--- src/verilog/noc_params.svh ---
// ********************************************************************
// Network interface parameters
// Bus widths, buffer depths and the destination field position
// ********************************************************************
`ifndef NOC_PARAMS_SVH
`define NOC_PARAMS_SVH

// AXI bus widths
`define AXI_ADDR_W 32
`define AXI_DATA_W 32
`define AXI_ID_W 4

// Network node numbering
`define NOC_NODE_W 4
`define DEST_MSB 31

// Request buffer depths
`define AW_FIFO_DEPTH 2
`define W_FIFO_DEPTH 4
`define AR_FIFO_DEPTH 4

`endif

--- src/verilog/axi_pkg.sv ---
// ********************************************************************
// AXI channel types
// Payload structs for single-beat AW, W, AR, B and R transfers
// ********************************************************************
`include "noc_params.svh"

package axi_pkg;

	typedef logic [`AXI_ADDR_W-1:0] addr_t;
	typedef logic [`AXI_DATA_W-1:0] data_t;
	typedef logic [`AXI_ID_W-1:0] id_t;
	typedef logic [`AXI_DATA_W/8-1:0] strb_t;
	typedef logic [1:0] resp_t;

	typedef struct packed {
		id_t id;
		addr_t addr;
	} aw_req_t;

	typedef struct packed {
		data_t data;
		strb_t strb;
	} w_beat_t;

	typedef struct packed {
		id_t id;
		addr_t addr;
	} ar_req_t;

	typedef struct packed {
		id_t id;
		resp_t resp;
	} b_resp_t;

	typedef struct packed {
		id_t id;
		data_t data;
		resp_t resp;
	} r_beat_t;

endpackage

--- src/verilog/noc_pkg.sv ---
// ********************************************************************
// Network flit types
// Forward request flits and backward response flits
// ********************************************************************
`include "noc_params.svh"

package noc_pkg;
	import axi_pkg::*;

	typedef logic [`NOC_NODE_W-1:0] node_t;

	typedef enum logic [1:0] {
		KIND_WRITE = 2'd0,
		KIND_READ  = 2'd1,
		KIND_BRESP = 2'd2,
		KIND_RDATA = 2'd3
	} flit_kind_e;

	// Request toward a slave node
	// Reads carry no data
	typedef struct packed {
		flit_kind_e kind;
		node_t dest;
		node_t src;
		id_t id;
		addr_t addr;
		data_t data;
		strb_t strb;
	} fwd_flit_t;

	// Response coming back to this master
	typedef struct packed {
		flit_kind_e kind;
		id_t id;
		resp_t resp;
		data_t data;
	} bwd_flit_t;

endpackage
--- src/verilog/bni_depacketizer.sv ---
// ********************************************************************
// Backward depacketizer
// Steers response flits into registered B and R channels
// ********************************************************************
module bni_depacketizer
	import axi_pkg::*;
	import noc_pkg::*;
(
	input  logic      clk,
	input  logic      i_rst,
	input  bwd_flit_t i_flit,
	input  logic      i_valid,
	output logic      o_ready,
	output b_resp_t   o_b,
	output logic      o_b_valid,
	input  logic      i_b_ready,
	output r_beat_t   o_r,
	output logic      o_r_valid,
	input  logic      i_r_ready
);

	logic b_free;
	logic r_free;
	logic accept;
	logic b_load;
	logic r_load;
	b_resp_t b_q;
	r_beat_t r_q;
	logic b_valid_q;
	logic r_valid_q;

	assign b_free = ~b_valid_q | i_b_ready;
	assign r_free = ~r_valid_q | i_r_ready;

	// Request kinds never belong here and are dropped
	always_comb begin
		case (i_flit.kind)
			KIND_BRESP: o_ready = b_free;
			KIND_RDATA: o_ready = r_free;
			default: o_ready = 1'b1;
		endcase
	end

	assign accept = i_valid & o_ready;
	assign b_load = accept & (i_flit.kind == KIND_BRESP);
	assign r_load = accept & (i_flit.kind == KIND_RDATA);

	always_ff @(posedge clk) begin
		if (b_load) begin
			b_q.id <= i_flit.id;
			b_q.resp <= i_flit.resp;
		end
		if (r_load) begin
			r_q.id <= i_flit.id;
			r_q.data <= i_flit.data;
			r_q.resp <= i_flit.resp;
		end
	end

	always_ff @(posedge clk) begin
		if (i_rst) begin
			b_valid_q <= 1'b0;
			r_valid_q <= 1'b0;
		end else begin
			if (b_load) begin
				b_valid_q <= 1'b1;
			end else if (i_b_ready) begin
				b_valid_q <= 1'b0;
			end
			if (r_load) begin
				r_valid_q <= 1'b1;
			end else if (i_r_ready) begin
				r_valid_q <= 1'b0;
			end
		end
	end

	assign o_b = b_q;
	assign o_b_valid = b_valid_q;
	assign o_r = r_q;
	assign o_r_valid = r_valid_q;

endmodule

--- src/verilog/chan_fifo.sv ---
// ********************************************************************
// Channel FIFO
// Synchronous circular buffer for one AXI request channel
// ********************************************************************
module chan_fifo #(
	parameter int DEPTH = 2,
	parameter type T = logic
) (
	input  logic clk,
	input  logic i_rst,
	input  T     i_data,
	input  logic i_valid,
	output logic o_ready,
	output T     o_data,
	output logic o_valid,
	input  logic i_ready
);

	localparam int PTR_W = (DEPTH > 1) ? $clog2(DEPTH) : 1;
	localparam int CNT_W = $clog2(DEPTH + 1);

	T mem [DEPTH];
	logic [PTR_W-1:0] wr_ptr;
	logic [PTR_W-1:0] rd_ptr;
	logic [CNT_W-1:0] count;
	logic push;
	logic pop;

	assign o_ready = (count != CNT_W'(DEPTH));
	assign o_valid = (count != '0);
	assign o_data = mem[rd_ptr];

	assign push = i_valid & o_ready;
	assign pop = o_valid & i_ready;

	always_ff @(posedge clk) begin
		if (push) begin
			mem[wr_ptr] <= i_data;
		end
	end

	always_ff @(posedge clk) begin
		if (i_rst) begin
			wr_ptr <= '0;
			rd_ptr <= '0;
			count <= '0;
		end else begin
			if (push) begin
				wr_ptr <= (wr_ptr == PTR_W'(DEPTH - 1)) ? '0 : wr_ptr + 1'b1;
			end
			if (pop) begin
				rd_ptr <= (rd_ptr == PTR_W'(DEPTH - 1)) ? '0 : rd_ptr + 1'b1;
			end
			// Simultaneous push and pop leave the count unchanged
			if (push && !pop) begin
				count <= count + 1'b1;
			end else if (pop && !push) begin
				count <= count - 1'b1;
			end
		end
	end

endmodule

--- src/verilog/fni_packetizer.sv ---
// ********************************************************************
// Forward packetizer
// Picks a write or a read and builds the registered request flit
// ********************************************************************
`include "noc_params.svh"

module fni_packetizer
	import axi_pkg::*;
	import noc_pkg::*;
#(
	parameter int NODE_ID = 0
) (
	input  logic      clk,
	input  logic      i_rst,
	input  aw_req_t   i_aw,
	input  logic      i_aw_valid,
	output logic      o_aw_ready,
	input  w_beat_t   i_w,
	input  logic      i_w_valid,
	output logic      o_w_ready,
	input  ar_req_t   i_ar,
	input  logic      i_ar_valid,
	output logic      o_ar_ready,
	output fwd_flit_t o_flit,
	output logic      o_valid,
	input  logic      i_ready
);

	logic wr_elig;
	logic rd_elig;
	logic grant_wr;
	logic grant_rd;
	logic can_load;
	logic load;
	logic last_wr;
	fwd_flit_t next_flit;
	fwd_flit_t flit_q;
	logic flit_valid_q;

	// ********************************************************************
	// Arbitration
	assign wr_elig = i_aw_valid & i_w_valid;
	assign rd_elig = i_ar_valid;

	// Last winner loses a tie
	assign grant_wr = wr_elig & (~rd_elig | ~last_wr);
	assign grant_rd = rd_elig & ~grant_wr;

	assign can_load = ~flit_valid_q | i_ready;
	assign load = can_load & (grant_wr | grant_rd);

	// AW and W heads leave together
	assign o_aw_ready = load & grant_wr;
	assign o_w_ready = load & grant_wr;
	assign o_ar_ready = load & grant_rd;

	always_ff @(posedge clk) begin
		if (i_rst) begin
			last_wr <= 1'b0;
		end else if (load) begin
			last_wr <= grant_wr;
		end
	end

	// ********************************************************************
	// Flit assembly
	always_comb begin
		next_flit.src = node_t'(NODE_ID);
		if (grant_wr) begin
			next_flit.kind = KIND_WRITE;
			next_flit.dest = i_aw.addr[`DEST_MSB -: `NOC_NODE_W];
			next_flit.id = i_aw.id;
			next_flit.addr = i_aw.addr;
			next_flit.data = i_w.data;
			next_flit.strb = i_w.strb;
		end else begin
			next_flit.kind = KIND_READ;
			next_flit.dest = i_ar.addr[`DEST_MSB -: `NOC_NODE_W];
			next_flit.id = i_ar.id;
			next_flit.addr = i_ar.addr;
			next_flit.data = '0;
			next_flit.strb = '0;
		end
	end

	always_ff @(posedge clk) begin
		if (load) begin
			flit_q <= next_flit;
		end
	end

	always_ff @(posedge clk) begin
		if (i_rst) begin
			flit_valid_q <= 1'b0;
		end else if (can_load) begin
			flit_valid_q <= grant_wr | grant_rd;
		end
	end

	assign o_flit = flit_q;
	assign o_valid = flit_valid_q;

endmodule

--- src/verilog/noc_axi_master_ni.sv ---
// ********************************************************************
// AXI master network interface
// Buffers AXI requests and bridges them to forward and backward flits
// ********************************************************************
`include "noc_params.svh"

module noc_axi_master_ni
	import axi_pkg::*;
	import noc_pkg::*;
#(
	parameter int NODE_ID = 0
) (
	input  logic      clk,
	input  logic      i_rst,
	input  logic      i_comm_disable,
	input  aw_req_t   i_aw,
	input  logic      i_aw_valid,
	output logic      o_aw_ready,
	input  w_beat_t   i_w,
	input  logic      i_w_valid,
	output logic      o_w_ready,
	input  ar_req_t   i_ar,
	input  logic      i_ar_valid,
	output logic      o_ar_ready,
	output b_resp_t   o_b,
	output logic      o_b_valid,
	input  logic      i_b_ready,
	output r_beat_t   o_r,
	output logic      o_r_valid,
	input  logic      i_r_ready,
	output fwd_flit_t o_fni_flit,
	output logic      o_fni_valid,
	input  logic      i_fni_ready,
	input  bwd_flit_t i_bni_flit,
	input  logic      i_bni_valid,
	output logic      o_bni_ready
);

	logic aw_fifo_ready;
	logic ar_fifo_ready;
	aw_req_t aw_head;
	logic aw_head_valid;
	logic aw_pop;
	w_beat_t w_head;
	logic w_head_valid;
	logic w_pop;
	ar_req_t ar_head;
	logic ar_head_valid;
	logic ar_pop;

	// ********************************************************************
	// Request buffers
	// W stays open while disabled so writes can finish
	assign o_aw_ready = aw_fifo_ready & ~i_comm_disable;
	assign o_ar_ready = ar_fifo_ready & ~i_comm_disable;

	chan_fifo #(.DEPTH(`AW_FIFO_DEPTH), .T(aw_req_t)) aw_fifo_i (
		.clk     (clk),
		.i_rst   (i_rst),
		.i_data  (i_aw),
		.i_valid (i_aw_valid & ~i_comm_disable),
		.o_ready (aw_fifo_ready),
		.o_data  (aw_head),
		.o_valid (aw_head_valid),
		.i_ready (aw_pop)
	);

	chan_fifo #(.DEPTH(`W_FIFO_DEPTH), .T(w_beat_t)) w_fifo_i (
		.clk     (clk),
		.i_rst   (i_rst),
		.i_data  (i_w),
		.i_valid (i_w_valid),
		.o_ready (o_w_ready),
		.o_data  (w_head),
		.o_valid (w_head_valid),
		.i_ready (w_pop)
	);

	chan_fifo #(.DEPTH(`AR_FIFO_DEPTH), .T(ar_req_t)) ar_fifo_i (
		.clk     (clk),
		.i_rst   (i_rst),
		.i_data  (i_ar),
		.i_valid (i_ar_valid & ~i_comm_disable),
		.o_ready (ar_fifo_ready),
		.o_data  (ar_head),
		.o_valid (ar_head_valid),
		.i_ready (ar_pop)
	);

	// ********************************************************************
	// Network link
	fni_packetizer #(.NODE_ID(NODE_ID)) fni_i (
		.clk        (clk),
		.i_rst      (i_rst),
		.i_aw       (aw_head),
		.i_aw_valid (aw_head_valid),
		.o_aw_ready (aw_pop),
		.i_w        (w_head),
		.i_w_valid  (w_head_valid),
		.o_w_ready  (w_pop),
		.i_ar       (ar_head),
		.i_ar_valid (ar_head_valid),
		.o_ar_ready (ar_pop),
		.o_flit     (o_fni_flit),
		.o_valid    (o_fni_valid),
		.i_ready    (i_fni_ready)
	);

	bni_depacketizer bni_i (
		.clk       (clk),
		.i_rst     (i_rst),
		.i_flit    (i_bni_flit),
		.i_valid   (i_bni_valid),
		.o_ready   (o_bni_ready),
		.o_b       (o_b),
		.o_b_valid (o_b_valid),
		.i_b_ready (i_b_ready),
		.o_r       (o_r),
		.o_r_valid (o_r_valid),
		.i_r_ready (i_r_ready)
	);

endmodule

--- config.mk ---
export PLATFORM = sky130hd
export DESIGN_NAME = noc_axi_master_ni
export DESIGN_NICKNAME = d
export VERILOG_FILES = /design/src/verilog/axi_pkg.sv /design/src/verilog/noc_pkg.sv /design/src/verilog/bni_depacketizer.sv /design/src/verilog/chan_fifo.sv /design/src/verilog/fni_packetizer.sv /design/src/verilog/noc_axi_master_ni.sv
export VERILOG_INCLUDE_DIRS = /design/src /design/src/verilog
export SDC_FILE = /design/constraint.sdc
export NUM_CORES = 1
export LEC_CHECK = 0
export BUFFER_PORTS_ARGS = -buffer_cell sky130_fd_sc_hd__buf_2
export CAP_MARGIN = 40
export CORE_MARGIN = 2
export CORE_UTILIZATION = 60
export CTS_CLUSTER_SIZE = 14
export DETAILED_ROUTE_END_ITERATION = 12
export PLACE_DENSITY = 0.88
export SYNTH_ARGS = -nofsm -noshare
export SYNTH_HDL_FRONTEND = slang
export SYNTH_SLANG_ARGS = --single-unit
--- constraint.sdc ---
create_clock -name clk -period 9.9 [get_ports clk]
set_input_delay 0.495 -clock clk [delete_from_list [all_inputs] [get_ports clk]]
set_output_delay 0.495 -clock clk [all_outputs]
set_load 0.02 [all_outputs]
---- After elaboration in Yosys (flattened, before gate mapping) ----
Memories as Yosys holds them, arrays and structs flattened. A register that Yosys moved wholly into a read port is not among the register bits.
Cells that the tools add are included.
W data, S select, Z words.
operators by class
  add/subtract/negate cells ............... 12
  eq/ne operators ......................... 9
  mux-type cells .......................... 31
  bitwise logic cells ..................... 31
  reduce and logical (&&, ||, !) cells .... 20
operators by type and width
  cell                   number
  $mux W72               1
  $mux W2                10
  $and A1 B1 Y1          19
  $mux W1                14
  $eq A2 B2 Y1 const B   6
  $mux W3                4
  $reduce_bool A2 Y1     6
  $add A2 B1 Y2 const B  5
  $not A1 Y1             7
  $add A3 B1 Y3 const B  2
  $logic_and A1 B1 Y1    6
  $logic_not A1 Y1       6
  $ne A3 B3 Y1 const B   2
  $reduce_bool A3 Y1     2
  $sub A3 B1 Y3 const B  2
  $mux W5                1
  $or A1 B1 Y1           5
  $add A1 B1 Y1 const B  2
  $ne A2 B2 Y1 const B   1
  $pmux W1 S2            1
  $sub A2 B1 Y2 const B  1
word-level totals
  bits in registers ....................... 144
  RAM bits ................................ 360
  input bits .............................. 158
  output and inout port bits .............. 133
  word-level logic and storage cells ...... 130
  memories ................................ 3
memories
  memory         depth  bits a word  read ports  clocked after Yosys merged registers in  write ports  RTL line         text
  ar_fifo_i.mem  4      36           1           1                                        1            chan_fifo.sv:22  T mem [DEPTH];
  w_fifo_i.mem   4      36           1           1                                        1            chan_fifo.sv:22
  aw_fifo_i.mem  2      36           1           1                                        1            chan_fifo.sv:22

---- Longest topological paths before layout ----
  depth in word-level cells ............... 13
  depth in mapped cells ................... 9
  depth with buffers taken out ............ 9

---- Hierarchy ----
Synthesis repeated with hierarchy kept, for this count alone.
unflattened totals
  cells, all modules ...................... 849
  area, all modules ....................... 18830.6 um2
by module, submodules not included
  module                      times used  cells an instance  area an instance (um2)  sequential area each (um2)
  chan_fifo at ar_fifo_i ...  2           236                5662.9                  4504.3
  fni_packetizer              1           179                3224.3                  2232.1
  chan_fifo at aw_fifo_i      1           136                2817.7                  2262.2
  bni_depacketizer            1           58                 1437.6                  1361.3
  noc_axi_master_ni           1           4                  25.0                    0.0

---- Worst setup path before layout ----
Ideal clock, no wire load.
  path kind ............................... in2reg
  start ................................... input i_comm_disable
  end ..................................... register aw_fifo_i.wr_ptr
  library setup time ...................... 0.073 ns
  arrival ................................. 4.650 ns
  required time ........................... 9.827 ns
  slack ................................... 5.177 ns
  stages .................................. 2
  path buffers ............................ 0
  cell sequence ........................... nor4_1 -> o21ba_2
between the ends
  cells in the longest elaborated chain, start to end .. 3
ends and longest elaborated chain
  item                  RTL line                 text
  from (decl)           noc_axi_master_ni.sv:15  input logic i_comm_disable,
  $not A1 Y1            noc_axi_master_ni.sv:61  .i_valid (i_aw_valid & ~i_comm_disable),
  $and A1 B1 Y1         noc_axi_master_ni.sv:61
  $and A1 B1 Y1         chan_fifo.sv:33          assign push = i_valid & o_ready;
  to (signal assigned)  chan_fifo.sv:49          wr_ptr <= (wr_ptr == PTR_W'(DEPTH - 1)) ? '0 : wr_ptr + 1'b1;
  to (decl)             chan_fifo.sv:23          logic [PTR_W-1:0] wr_ptr;
No other way between the ends.
A chain may end at the register's enable or synchronous reset.

---- Worst setup path after layout ----
  start ................................... register w_fifo_i.count[0]
  end ..................................... register ar_fifo_i.count[2]
between the ends
  cells in the longest elaborated chain, start to end .. 12
  elaborated cells on any way between the ends .. 14
  classes of those cells .................. 1 x mux; 8 x bitwise; 5 x reduce/logical
ends and longest elaborated chain
  item                                           RTL line              text
  from (decl)                                    chan_fifo.sv:25       logic [CNT_W-1:0] count;
  from (signal assigned)                         chan_fifo.sv:56       count <= count + 1'b1;
  from (signal assigned)                         chan_fifo.sv:58       count <= count - 1'b1;
  $reduce_bool A3 Y1 (*)                         chan_fifo.sv:30       assign o_valid = (count != '0);
  $and A1 B1 Y1 (*)                              fni_packetizer.sv:42  assign wr_elig = i_aw_valid & i_w_valid;
  $and A1 B1 Y1 (*)                              fni_packetizer.sv:46  assign grant_wr = wr_elig & (~rd_elig | ~last_wr);
  $not A1 Y1                                     fni_packetizer.sv:47  assign grant_rd = rd_elig & ~grant_wr;
  $and A1 B1 Y1                                  fni_packetizer.sv:47
  $or A1 B1 Y1                                   fni_packetizer.sv:50  assign load = can_load & (grant_wr | grant_rd);
  $and A1 B1 Y1                                  fni_packetizer.sv:50
  $and A1 B1 Y1 (*)                              fni_packetizer.sv:55  assign o_ar_ready = load & grant_rd;
  $and A1 B1 Y1 (*)                              chan_fifo.sv:34       assign pop = o_valid & i_ready;
  $logic_not A1 Y1                               chan_fifo.sv:55       if (push && !pop) begin
  $logic_and A1 B1 Y1                            chan_fifo.sv:55
  $mux W3 or $reduce_bool A2 Y1 (tied branches)  -
  to (signal assigned)                           chan_fifo.sv:56
  to (signal assigned)                           chan_fifo.sv:58
  to (decl)                                      chan_fifo.sv:25
Every way passes the cells marked *; elsewhere a longest branch is shown, timed or not.

==> flow_summary.yaml <==
place:
  dp.cells: 1550
  place_area_um2: 20700
  hpwl_mm: 24.8
  io_buffer_count: 285
  gp_congestion: 0.794
timing:
  fin_crit_sh_pct: 29.5
  worst_slew_pin_slew_ns: 0.840
  min_period_ns: 2.92
  fin_skew_ns: 0.0358
  hold_viol_final: 0
  fmax_ghz: 0.343
  rsz0062_at_grt: "false"
  final-setup-viol-count: 0
  max-slew-margin-rel_pct: 44.0
  slew_violations: 0
  setup-tns-final_ns: 0
clock_tree:
  clkSinkCount: 504
  cts_hold_repair.buffers: 0
  cts_resized: 0
  clkLatencyLatePin_ns: 0.58
  cts_buffers: 49
  postCtsSetupBuffers: 0
  ctsRootBufferMaster: "clkbuf_16"
  cts_tree: "built"
  h-tree-depth: 2
  clkTransAtPathRegs_ns: 0.07
  clk_path_buf_depth: 3
synth:
  yosysUniqueCellTypes: 43
  synth_commonest_cells: "edfxtp_1 (477), o21ai_0 (75), mux4_2 (72)"
  ys.flop_type: "edfxtp_1"
  syn_area_um2: 18600
  yosys.area.top_type: "edfxtp_1"
  ys_top_cells_by_area: "edfxtp_1 (77%), mux4_2 (8.7%), dfxtp_1 (2.9%)"
  ys_seq_area_share_pct: 80.0
  synth_edf_count: 477
  synthCells: 895
  synth_top_area_share_pct: 77.1
  ys_seq_elements: 504
  yosysMostFrequentCell: "edfxtp_1"
  synth.avg_cell_area_um2: 20.8
  yosys_warnings: 0
  ys_async_sr_fraction_pct: 0
die:
  io_pins: 291
  dieHeight_um: 180
  fp.dieArea_um2: 32400
  start_util_pct: 60.9
  fp.coreArea_um2: 30500
  rows: 64
  dieWidth_um: 180
cells_and_area:
  drive_above_1_share_pct: 38.2
  fin_cells: 1652
  utilization_pct: 73.1
  fin_nets: 1378
  fillers: 1686
  postLayoutCellArea_um2: 22300
  area_delta_synth_final_pct: 19.9
worst_setup_path:
  cp_cell_sequence: "o32a_2 > a211oi_2 > inv_1 > ha_1 > inv_1 > fa_1 > xor2_1 > or3_1 > a21oi_1"
  worstPathMaxFanout: 42
  critPathKind: "reg -> reg"
  cp_common_cell: "inv_1"
  critical_path.top_delay_family: "compound AO/OA/AOI/OAI gates"
  rr_startpoint: "w_fifo_i.count[0]$_SDFFE_PP0P_"
  end_kind: "register"
  cp.required_ns: 10.41
  start_kind: "register"
  cp_slowest_stage_delay_ns: 0.71
  crit_path_top_delay_cell: "o32a_2"
  crit_path_start: "w_fifo_i.count[0]$_SDFFE_PP0P_"
  crit_arrival_ns: 3.43
  path_buf_inv: 2
global_route:
  antenna_found_initial: 14
  grt_use_total_pct: 24.5
  first_global_vias: 10300
  grt_pass1_wl_mm: 60.4
  overflow: 0
  grt_max_degree: 56
route:
  wl_mm: 39.8
  wl_per_cell_um: 24.1
  final_antenna_net_count: 0
  drtPass1Iterations: 5
  drc: 0
  vias: 9796
  viasPerCell: 5.93
  drt_iter0_markers: 921
pwr:
  power_density_nw_per_um2: 284
  power.leakage_nw: 7.89
  peakVddDrop_uv: 228
worst_hold_path:
  hold_class: "in -> reg"
  min_from: "i_aw[9]"
outcome:
  status: "completed"
flow_run:
  maxCapViolations: 0
## final timing paths
path | to | slack [ns] | depth (start not counted)
worst max-delay path | ar_fifo_i.count[2]$_SDFFE_PP0P_ | 6.98 | 9
worst min-delay path | aw_fifo_i.mem[1][9]$_DFFE_PP_ | 0.1 | 1
worst max register to register | ar_fifo_i.count[2]$_SDFFE_PP0P_ | 6.98 | 9
worst min register to register | aw_fifo_i.rd_ptr$_SDFFE_PP0P_ | 0.51 | 2
## cell families after synthesis
kind of cell,after synthesis,share of synthesized area [%]
AOI/OAI and AO/OA,101,2.99
and+or+nand+nor,90,2.89
other,1,0.0202
xor gates and xnor gates,6,0.283
muxes,116,11.1
buffers and inverters,62,1.64
adders and majority gates,15,1.09
DFF,504,80.0
## layer usage
layer | GRT usage [%] | routed length, um | up-vias
met1 | 30.9 | 14400 | 4920
met4 | 10.5 | 1620 | 4
met5 | 0 | 27 | -
met3 | 5.02 | 3050 | 107
li1 | - | - | 4240
met2 | 41.8 | 20700 | 525
## placed cells by master (no fill, tap or decap), drive strengths merged, types with 2 or more instances in the layout
cell,netlist,layout
fa,2,2
o31a,2,2
conb,1,5
nor3,5,5
ha,13,13
nor2,10,10
dfxtp,27,27
nand2b,7,7
nor2b,3,3
or4,2,2
clkbuf,23,58
inv,11,12
o31ai,3,3
nand3,5,5
o21ai,78,78
edfxtp,477,477
nor3b,3,3
diode,0,13
xor2,6,6
nand2,2,2
buf,28,306
mux4,72,72
and3,40,40
clkinv,0,24
a21oi,14,14
mux2i,41,41
and2,6,6
bufinv,0,4
mux2,3,3
clkinvlp,0,2
or3,3,3
## power breakdown
part           leakage (nW)  internal (W)  switching, W
clock network         0.772       0.00104      0.000763
registers              4.64       0.00277      0.000136
logic                  2.47      0.000593       0.00102
total                  7.89       0.00440       0.00192
## through the flow
stage / total power (W) / hold slack, ns / worst slack, ns
floorplan: 0.00402 / 0.466 / 5.18
global placement: 0.00445 / 0.485 / 7.09
detailed placement: 0.00454 / 0.492 / 7.00
CTS: 0.00636 / 0.0817 / 6.98
global route: 0.00657 / 0.0951 / 6.85
finish: 0.00632 / 0.0986 / 6.98
## sequential cells by signal (all words and copies together) (netlist names), 3 cells and up, named ones only
register and count:
ar_fifo_i.mem 144, aw_fifo_i.mem 72, w_fifo_i.mem 144, fni_i.o_flit 73
w_fifo_i.count 3, bni_i.o_r 38, ar_fifo_i.count 3, bni_i.o_b 6
## layout make-up
type                            count  area (um^2)  share of cell area, %
Tap cell                          396          495                   2.22
Sequential cell                   504        14900                   66.7
Clock buffer                       58         1290                   5.79
Inverter                           11         41.3                  0.185
Timing Repair Buffer              306         1770                   7.95
Antenna cell                       13         32.5                  0.146
Multi-Input combinational cell    333         3490                   15.7
Clock inverter                     31          298                   1.34
Note: power is estimated with default switching activity, not from simulation.
